===== src/source/nabp_pkg.sv =====
package nabp_pkg;

    // projection line geometry
    localparam int k_line_size = 16;
    localparam int k_data_length = 12;
    localparam int k_filtered_data_length = 16;

    // one spare bit so an index can hold k_line_size itself
    localparam int k_s_length = $clog2(k_line_size + 1);
    // memory address bits, line end excluded
    localparam int k_addr_length = $clog2(k_line_size);

    // ramp kernel spans k_filter_order + 1 samples
    localparam int k_filter_order = 2;

    // half kernel plus host read plus filter output register
    localparam int k_delay_cycles = k_filter_order / 2 + 2;

    typedef logic signed [k_s_length-1:0] s_val_t;
    typedef logic signed [k_data_length-1:0] data_t;
    typedef logic signed [k_filtered_data_length-1:0] filtered_t;

    typedef enum logic [1:0] {
        ready_s,
        delay_s,
        fill_s
    } fill_state_t;

endpackage


===== src/source/ramp_filter.sv =====
module ramp_filter
(
    input  logic                clk,
    input  logic                reset_n,
    input  nabp_pkg::data_t     hs_val,
    input  logic                sample_valid,
    output nabp_pkg::filtered_t filtered_val
);

    // newest tap, zero outside the line pads both edges
    nabp_pkg::data_t in_sample;

    // window[0] is the centre tap, higher entries are older
    nabp_pkg::data_t window [nabp_pkg::k_filter_order];

    // two guard bits above the filtered width
    logic signed [nabp_pkg::k_filtered_data_length+1:0] kernel_sum;

    assign in_sample = sample_valid ? hs_val : '0;

    // sample window shifts every cycle
    always_ff @(posedge clk)
    begin
        if (!reset_n)
        begin
            for (int i = 0; i < nabp_pkg::k_filter_order; i++)
            begin
                window[i] <= '0;
            end
        end
        else
        begin
            window[0] <= in_sample;
            for (int i = 1; i < nabp_pkg::k_filter_order; i++)
            begin
                window[i] <= window[i-1];
            end
        end
    end

    // 2*x[k] - x[k-1] - x[k+1], operands sign extended to the sum width
    assign kernel_sum = (window[0] <<< 1) - window[1] - in_sample;

    // output register, one cycle of latency
    always_ff @(posedge clk)
    begin
        filtered_val <= nabp_pkg::filtered_t'(kernel_sum);
    end

    // registered value must match the full precision sum of the cycle before
    a_no_overflow: assert property (
        @(posedge clk) disable iff (!reset_n)
        1'b1 |=> (filtered_val == $past(kernel_sum))
    );

endmodule


===== src/source/filtered_ram_control.sv =====
module filtered_ram_control
(
    input  logic             clk,
    input  logic             reset_n,
    input  logic             fill_kick,
    output nabp_pkg::s_val_t hs_s_val,
    output logic             sample_valid,
    output logic             write_enable,
    output nabp_pkg::s_val_t write_addr,
    output logic             fill_done,
    output logic             fill_busy
);

    nabp_pkg::fill_state_t state;
    nabp_pkg::fill_state_t next_state;
    nabp_pkg::s_val_t read_idx;
    nabp_pkg::s_val_t write_idx;
    logic read_in_line;
    logic delay_done;

    // unsigned compare so the line end counts as 16 rather than -16
    assign read_in_line = ($unsigned(read_idx) < nabp_pkg::k_line_size);

    assign delay_done = (state == nabp_pkg::delay_s) &&
        (read_idx == nabp_pkg::s_val_t'(nabp_pkg::k_delay_cycles - 1));

    assign fill_done = (state == nabp_pkg::fill_s) &&
        (write_idx == nabp_pkg::s_val_t'(nabp_pkg::k_line_size - 1));

    assign fill_busy = (state != nabp_pkg::ready_s);
    assign write_enable = (state == nabp_pkg::fill_s);
    assign write_addr = write_idx;
    assign hs_s_val = read_idx;

    always_comb
    begin
        next_state = state;
        case (state)
            nabp_pkg::ready_s:
                if (fill_kick)
                    next_state = nabp_pkg::delay_s;
            nabp_pkg::delay_s:
                if (delay_done)
                    next_state = nabp_pkg::fill_s;
            nabp_pkg::fill_s:
                if (fill_done)
                    next_state = nabp_pkg::ready_s;
            default:
                next_state = nabp_pkg::ready_s;
        endcase
    end

    always_ff @(posedge clk)
    begin
        if (!reset_n)
        begin
            state <= nabp_pkg::ready_s;
            read_idx <= '0;
            write_idx <= '0;
            sample_valid <= 1'b0;
        end
        else
        begin
            state <= next_state;
            // flag lines up with the sample the host returns next cycle
            sample_valid <= fill_busy && read_in_line;

            if (!fill_busy)
            begin
                read_idx <= '0;
                write_idx <= '0;
            end
            else
            begin
                // read index parks at the line end
                if (read_in_line)
                    read_idx <= read_idx + nabp_pkg::s_val_t'(1);
                if (fill_done)
                    write_idx <= '0;
                else if (state == nabp_pkg::fill_s)
                    write_idx <= write_idx + nabp_pkg::s_val_t'(1);
            end
        end
    end

    a_write_in_line: assert property (
        @(posedge clk) disable iff (!reset_n)
        write_enable |-> ($unsigned(write_addr) < nabp_pkg::k_line_size)
    );

    // done lands a full line after the last delay cycle
    a_done_in_fill: assert property (
        @(posedge clk) disable iff (!reset_n)
        fill_done |-> (state == nabp_pkg::fill_s) &&
            ($past(state, nabp_pkg::k_line_size) == nabp_pkg::delay_s)
    );

    // a kick mid-fill neither restarts nor stalls the walk
    a_kick_ignored: assert property (
        @(posedge clk) disable iff (!reset_n)
        (fill_kick && fill_busy && !delay_done && !fill_done) |=> $stable(state)
    );

endmodule


===== src/source/filtered_ram.sv =====
module filtered_ram
(
    input  logic                clk,
    input  logic                write_enable,
    input  nabp_pkg::s_val_t    write_addr,
    input  nabp_pkg::filtered_t filtered_val,
    input  nabp_pkg::s_val_t    pr0_s_val,
    input  nabp_pkg::s_val_t    pr1_s_val,
    output nabp_pkg::filtered_t pr0_val,
    output nabp_pkg::filtered_t pr1_val
);

    // one filtered projection line
    nabp_pkg::filtered_t mem [nabp_pkg::k_line_size];

    always_ff @(posedge clk)
    begin
        if (write_enable)
        begin
            mem[write_addr[nabp_pkg::k_addr_length-1:0]] <= filtered_val;
        end
    end

    // both processing units read combinationally
    assign pr0_val = mem[pr0_s_val[nabp_pkg::k_addr_length-1:0]];
    assign pr1_val = mem[pr1_s_val[nabp_pkg::k_addr_length-1:0]];

    // the spare index bit would otherwise alias into the line
    a_read_in_line: assert property (
        @(posedge clk)
        !$isunknown({pr0_s_val, pr1_s_val}) |->
            ($unsigned(pr0_s_val) < nabp_pkg::k_line_size) &&
            ($unsigned(pr1_s_val) < nabp_pkg::k_line_size)
    );

endmodule


===== src/source/filtered_line_buffer.sv =====
module filtered_line_buffer
(
    input  logic                clk,
    input  logic                reset_n,
    // host side
    input  logic                fill_kick,
    input  nabp_pkg::data_t     hs_val,
    output nabp_pkg::s_val_t    hs_s_val,
    output logic                fill_done,
    output logic                fill_busy,
    // processing unit read ports
    input  nabp_pkg::s_val_t    pr0_s_val,
    input  nabp_pkg::s_val_t    pr1_s_val,
    output nabp_pkg::filtered_t pr0_val,
    output nabp_pkg::filtered_t pr1_val
);

    logic sample_valid;
    logic write_enable;
    nabp_pkg::s_val_t write_addr;
    nabp_pkg::filtered_t filtered_val;

    filtered_ram_control control0
    (
        .clk          (clk),
        .reset_n      (reset_n),
        .fill_kick    (fill_kick),
        .hs_s_val     (hs_s_val),
        .sample_valid (sample_valid),
        .write_enable (write_enable),
        .write_addr   (write_addr),
        .fill_done    (fill_done),
        .fill_busy    (fill_busy)
    );

    // raw samples from the host go straight into the kernel
    ramp_filter filter0
    (
        .clk          (clk),
        .reset_n      (reset_n),
        .hs_val       (hs_val),
        .sample_valid (sample_valid),
        .filtered_val (filtered_val)
    );

    filtered_ram ram0
    (
        .clk          (clk),
        .write_enable (write_enable),
        .write_addr   (write_addr),
        .filtered_val (filtered_val),
        .pr0_s_val    (pr0_s_val),
        .pr1_s_val    (pr1_s_val),
        .pr0_val      (pr0_val),
        .pr1_val      (pr1_val)
    );

endmodule


===== config.mk =====
export PLATFORM = sky130hd
export DESIGN_NAME = filtered_line_buffer
export DESIGN_NICKNAME = d
export VERILOG_FILES = /design/src/source/nabp_pkg.sv /design/src/source/ramp_filter.sv /design/src/source/filtered_ram_control.sv /design/src/source/filtered_ram.sv /design/src/source/filtered_line_buffer.sv
export SDC_FILE = /design/constraint.sdc
export NUM_CORES = 1
export LEC_CHECK = 0
export BUFFER_PORTS_ARGS = -buffer_cell sky130_fd_sc_hd__buf_2
export CAP_MARGIN = 20
export CORE_MARGIN = 2
export CORE_UTILIZATION = 45
export CTS_BUF_LIST = sky130_fd_sc_hd__clkbuf_8
export CTS_CLUSTER_DIAMETER = 200
export DETAILED_ROUTE_END_ITERATION = 12
export PLACE_DENSITY = 0.66
export SETUP_SLACK_MARGIN = 0.5
export SYNTH_ARGS = -nofsm -noshare
export SYNTH_HDL_FRONTEND = slang
export SYNTH_SLANG_ARGS = --single-unit

===== constraint.sdc =====
create_clock -name clk -period 5.45 [get_ports clk]
set_clock_uncertainty 0.1 [all_clocks]
set_input_delay 1.635 -clock clk [delete_from_list [all_inputs] [get_ports clk]]
set_output_delay 1.635 -clock clk [all_outputs]
set_load 0.02 [all_outputs]

==> Yosys cells after proc, flatten, opt, wreduce, memory -nomap -nowiden <==
Memory sizes are Yosys's and may differ from the RTL's.
Index checks and enable logic that the tools add are counted.
{ "word_totals": {"ff_bits": 29, "ram_bits": 280, "inputBits": 25, "out_inout_bits": 39, "elab_cells": 42, "n_memories": 2} }
{ "op_classes": {"add_sub_neg": 4, "magnitude_cmp": 1, "eq_ne": 7, "mux": 11, "bitwise_logic": 4, "n_reduce_logical": 8} }
{ "memory_table": {"columns": ["name", "depth", "width", "rd", "rd_clocked_by_memory_dff", "wr", "line_no", "text"], "rows": [
  ["ram0.mem", 16, 16, 2, 0, 1, "filtered_ram.sv:14", "nabp_pkg::filtered_t mem [nabp_pkg::k_line_size];"],
  ["filter0.window", 2, 12, 2, 0, 2, "ramp_filter.sv:14", "nabp_pkg::data_t window [nabp_pkg::k_filter_order];"]
]} }
{ "op_table": {"columns": ["op", "count"], "rows": [
  ["12-bit two-way mux", 3],
  ["14-bit by 12-bit subtractor with 15-bit output", 1],
  ["13-bit by 12-bit subtractor with 14-bit output", 1],
  ["5-bit by 2-bit adder with 5-bit output, second input constant", 2],
  ["2-bit two-way mux", 3],
  ["2-bit case mux with 3 select lines", 1],
  ["5-bit by 3-bit equality test with 1-bit output, second input constant", 1],
  ["5-bit equality test, second input constant", 1],
  ["5-bit less-than comparator, second input constant", 1],
  ["1-bit two-way mux", 4],
  ["2-bit inequality test, second input constant", 2],
  ["1-bit logical AND", 3],
  ["3-bit AND reduction", 1],
  ["3-bit OR reduction", 1],
  ["2-bit by 1-bit equality test with 1-bit output, second input constant", 1],
  ["2-bit equality test, second input constant", 1],
  ["2-bit logical NOT", 1],
  ["2-bit by 1-bit inequality test with 1-bit output, second input constant", 1],
  ["1-bit NOT", 2],
  ["1-bit OR", 2],
  ["2-bit AND reduction", 1],
  ["2-bit nonzero test", 1]
]} }

==> Depth between registers and ports, before layout <==
{ "logic_depth": {"ltp_word": 4, "depth_mapped": 10, "ltp_nobuf": 9} }

==> Hierarchy <==
A second synthesis with hierarchy kept.
{ "unflattened": {"cells_unflattened": 818, "hier_area_um2": 14366.3} }
{ "by_module_without_submodules": {"columns": ["mod", "instances", "cells_each", "area_per_inst_um2", "seq_area_each_um2"], "rows": [
  ["filtered_ram", 1, 553, 11728.7, 7687.4],
  ["ramp_filter", 1, 195, 2042.0, 780.7],
  ["filtered_ram_control", 1, 70, 595.6, 260.2]
]} }

==> Worst setup path after synthesis <==
Ideal clock, no wire load.
{ "synth_timing": {"kind": "input -> output", "startpoint": "in pr1_s_val[1]", "endpoint": "out pr1_val[15]", "t_arrival_ps": 3213, "required_ps": 3715, "path_slack_ps": 502, "stages": 5, "n_path_buf": 3, "path_cell_list": "clkbuf_1 > clkbuf_1 > mux4_2 > mux4_2 > buf_4"} }
{ "synth_between": {"elab_chain_len": 1} }
{ "synth_lines": {"columns": ["element", "line_no", "text"], "rows": [
  ["start, declared", "filtered_line_buffer.sv:13", "input nabp_pkg::s_val_t pr1_s_val,"],
  ["memory 16 x 16 bit", null, null],
  ["end, declared", "filtered_line_buffer.sv:15", "output nabp_pkg::filtered_t pr1_val"]
]} }
No other way between the ends.

==> Final worst setup path <==
{ "layout_timing": {"startpoint": "in pr0_s_val[0]", "endpoint": "out pr0_val[11]"} }
{ "layout_between": {"elab_chain_len": 1} }
{ "layout_lines": {"columns": ["element", "line_no", "text"], "rows": [
  ["start, declared", "filtered_line_buffer.sv:12", "input nabp_pkg::s_val_t pr0_s_val,"],
  ["memory 16 x 16 bit", null, null],
  ["end, declared", "filtered_line_buffer.sv:14", "output nabp_pkg::filtered_t pr0_val,"]
]} }
No other way between the ends.

==> impl_metrics.tcl <==
set metrics [dict create \
    status "finished clean" \
    cts_made_buffers 49 \
    p_leak_nw 5.686 \
    wl_um 32360 \
    synth_area_sq_um 13660 \
    n_fill_cell 2304 \
    start_util_pct 45.85 \
    port_buffers 61 \
    relSlewSlack_pct 56.33 \
    worstReg2RegStart "control0.sample_valid" \
    drv_slew 0 \
    final_common_cell "edfxtp_1" \
    coreArea_sq_um 29800 \
    criticalPathCategory "in -> out" \
    seq_area_sq_um 8248 \
    met1Wirelength_um 12720 \
    dr.pass1.iters 5 \
    synthCells 722 \
    instances_no_fill 1260 \
    setup_tns_ns 0 \
    met3RoutedLength_um 2350 \
    maxCapViolations 0 \
    cts_root_buf "clkbuf_8" \
    multi_input_area_sq_um 5054 \
    hold_class "reg -> reg" \
    arrival_ns 3.21 \
    worst_pin_slew_ns 0.6551 \
    grt_pass1_wl_um 47200 \
    gr-total-overflow 0 \
    fin_nets 891 \
    gp_congestion 0.7482 \
    fin_crit_ns 4.950 \
    rsz0062_at_grt "yes" \
    dr_wl_met2_um 16750 \
    clk_latency_ns 0.56 \
    cts_buffer_depth 3 \
    ys.warnings.count 0 \
    holdWs_ns 0.3846 \
    synth_compound_area_share_pct 2.015 \
    layout_setup_ws_ns 0.5003 \
    syn_area_per_cell_sq_um 18.92 \
    die_h_um 178.2 \
    required_ns 3.72 \
    yosys.cell_types.count 39 \
    fmax_ghz 0.2020 \
    avgViaCountPerCell 6.003 \
    cp_max_fo 8 \
    rr_worst_depth 8 \
    synth_mux_area_share_pct 25.83 \
    grt_max_degree 61 \
    syn_nets 783 \
    diodes 0 \
    die_area_sq_um 31770 \
    die-width_um 178.2 \
    dp_cells 1151 \
    antenna_found_initial 0 \
    synth_top_family_by_area "multiplexers" \
    setup_violations 0 \
    area_growth_pct 17.30 \
    cts.clk_slew.worst_paths_ns 0.06 \
    r2r_slack_ns 2.18 \
    synth_fa_ha_area_share_pct 3.957 \
    final_cell_mix "edfxtp_1, mux4_2, clkbuf_8, dfxtp_1, buf_2" \
    cts_tree "yes" \
    vias 7564 \
    peakVddDrop_v 0.0001696 \
    layout-drive-gt1-share_pct 33.10 \
    postRouteAntennaNets 0 \
    synth-simple-area-share_pct 4.259 \
    initialDrtViolationCount 681 \
    highest_layer "met4" \
    synth_xor_area_share_pct 0.8976 \
    wire_per_inst_um 25.68 \
    reg2reg_to "filter0.filtered_val[13]" \
    startpoint_type "input pin" \
    cp-end-kind "output port" \
    h-tree-depth 2 \
    crit_path_end "pr0_val[11]" \
    min_period_over_period_pct 90.82 \
    seq_area_frac_synth_pct 60.38 \
    grt_pass1_vias 7928 \
    post-place-ws_ns 0.3116 \
    track_usage_pct 20.61 \
    p_per_area_nw_per_um2 327.2 \
    cts.sinks 292 \
    rows 63 \
    ios 64 \
    drc_errors 0 \
    finalHoldViolations 0 \
    place_hpwl_um 18110 \
    startpoint "pr0_s_val[0]" \
    synth-seq-cells 292 \
]
## worst min-delay path by stage
stage / cells after the start / start / end
global route: 1 / control0.state[1] / control0.state[0]
finish: 1 / filter0.window[0][6] / filter0.window[0][18]
detailed placement: 1 / filter0.window[0][1] / filter0.window[0][13]
CTS: 1 / filter0.window[0][6] / filter0.window[0][18]
global placement: 1 / control0.state[1] / control0.state[0]
floorplan: 1 / control0.state[1] / control0.state[0]
## power by group
group          total [mW]  switching, mW  internal (mW)
logic               0.507          0.250          0.257
clock network        1.95          0.853           1.10
registers            2.79          0.159           2.63
total                5.24           1.26           3.98
## metrics by stage
stage	power, mW	util, %	instance area, sq um
global route	5.447	53.78	16020
detailed placement	3.283	48.60	14480
CTS	5.277	53.42	15920
floorplan	3.100	-	13660
finish	5.242	53.78	16020
global placement	3.252	48.60	14480
## state kept, by name, summed over array words and instances, names as in the netlist
signal	cells
control0.hs_s_val	5
control0.sample_valid	1
control0.write_addr	5
filter0.filtered_val	15
ram0.mem	240
filter0.window	24
control0.state	2
## timing repair
item                                   in CTS  in global routing
hold buffers                                0                  0
gates cloned                                8                  2
endpoints found under the hold margin       0                  0
setup endpoints to repair                  29                 31
buffers inserted                            6                  2
resized for setup                          37                 20
## per-layer routing
metal / up-vias / GRT usage [%]
met1: 3958 / 26.85
met5: - / 0
li1: 3225 / -
met3: 50 / 3.858
met4: 0 / 5.047
met2: 331 / 35.95
## layout make-up
class,count,area share (%)
Inverter,22,0.5153
Tap cell,390,3.045
Clock buffer,57,4.896
Timing Repair Buffer,105,7.152
Sequential cell,292,51.47
Multi-Input combinational cell,360,31.54
Clock inverter,34,1.382
## cell families after synthesis
family / after synthesis
multiplexers: 150
XOR/XNOR: 14
buffers and inverters: 70
flip-flops: 292
adder cells (fa/ha/maj): 36
AO/OA/AOI/OAI: 44
AND/OR/NAND/NOR: 116
## Yosys cell counts
| library cell | n | area [sq um] |
|---|---|---|
| nor2b_1 | 5 | 31.28 |
| nand4_1 | 3 | 18.77 |
| buf_6 | 10 | 112.6 |
| inv_1 | 22 | 82.58 |
| nor2_1 | 29 | 108.9 |
| nand4b_1 | 1 | 8.760 |
| and2_1 | 16 | 100.1 |
| mux4_2 | 110 | 2477 |
| nand3b_1 | 1 | 7.510 |
| nand2_1 | 24 | 90.09 |
| a21o_1 | 8 | 60.06 |
| o2111ai_1 | 1 | 8.760 |
| buf_4 | 6 | 45.04 |
| mux4_1 | 40 | 1051 |
| xor2_1 | 6 | 52.55 |
| buf_2 | 3 | 15.01 |
| nand3_1 | 2 | 10.01 |
| o22ai_1 | 1 | 6.260 |
| nand2b_1 | 4 | 25.02 |
| a211o_1 | 2 | 17.52 |
| a31oi_1 | 3 | 18.77 |
| or2_2 | 1 | 6.260 |
| and3_1 | 13 | 81.33 |
| buf_1 | 1 | 3.750 |
| nor4bb_1 | 1 | 10.01 |
| clkbuf_1 | 28 | 105.1 |
| a21oi_1 | 17 | 85.08 |
| o211ai_1 | 1 | 7.510 |
| edfxtp_1 | 240 | 7207 |
| o21ai_0 | 5 | 25.02 |
| xnor2_1 | 8 | 70.07 |
| nor3_1 | 15 | 75.07 |
| fa_1 | 12 | 240.2 |
| a211oi_1 | 4 | 30.03 |
| dfxtp_1 | 52 | 1041 |
| o31a_1 | 1 | 8.760 |
| nor4b_1 | 1 | 8.760 |
| ha_1 | 24 | 300.3 |
| o21a_1 | 1 | 7.510 |
## critical path: stages
cell    delay [ns]
buf_16        0.14
buf_12        0.15
buf_12        0.14
mux4_2        0.50
mux4_2        0.50
buf_6         0.15
Power figures use the tool's default switching activity.
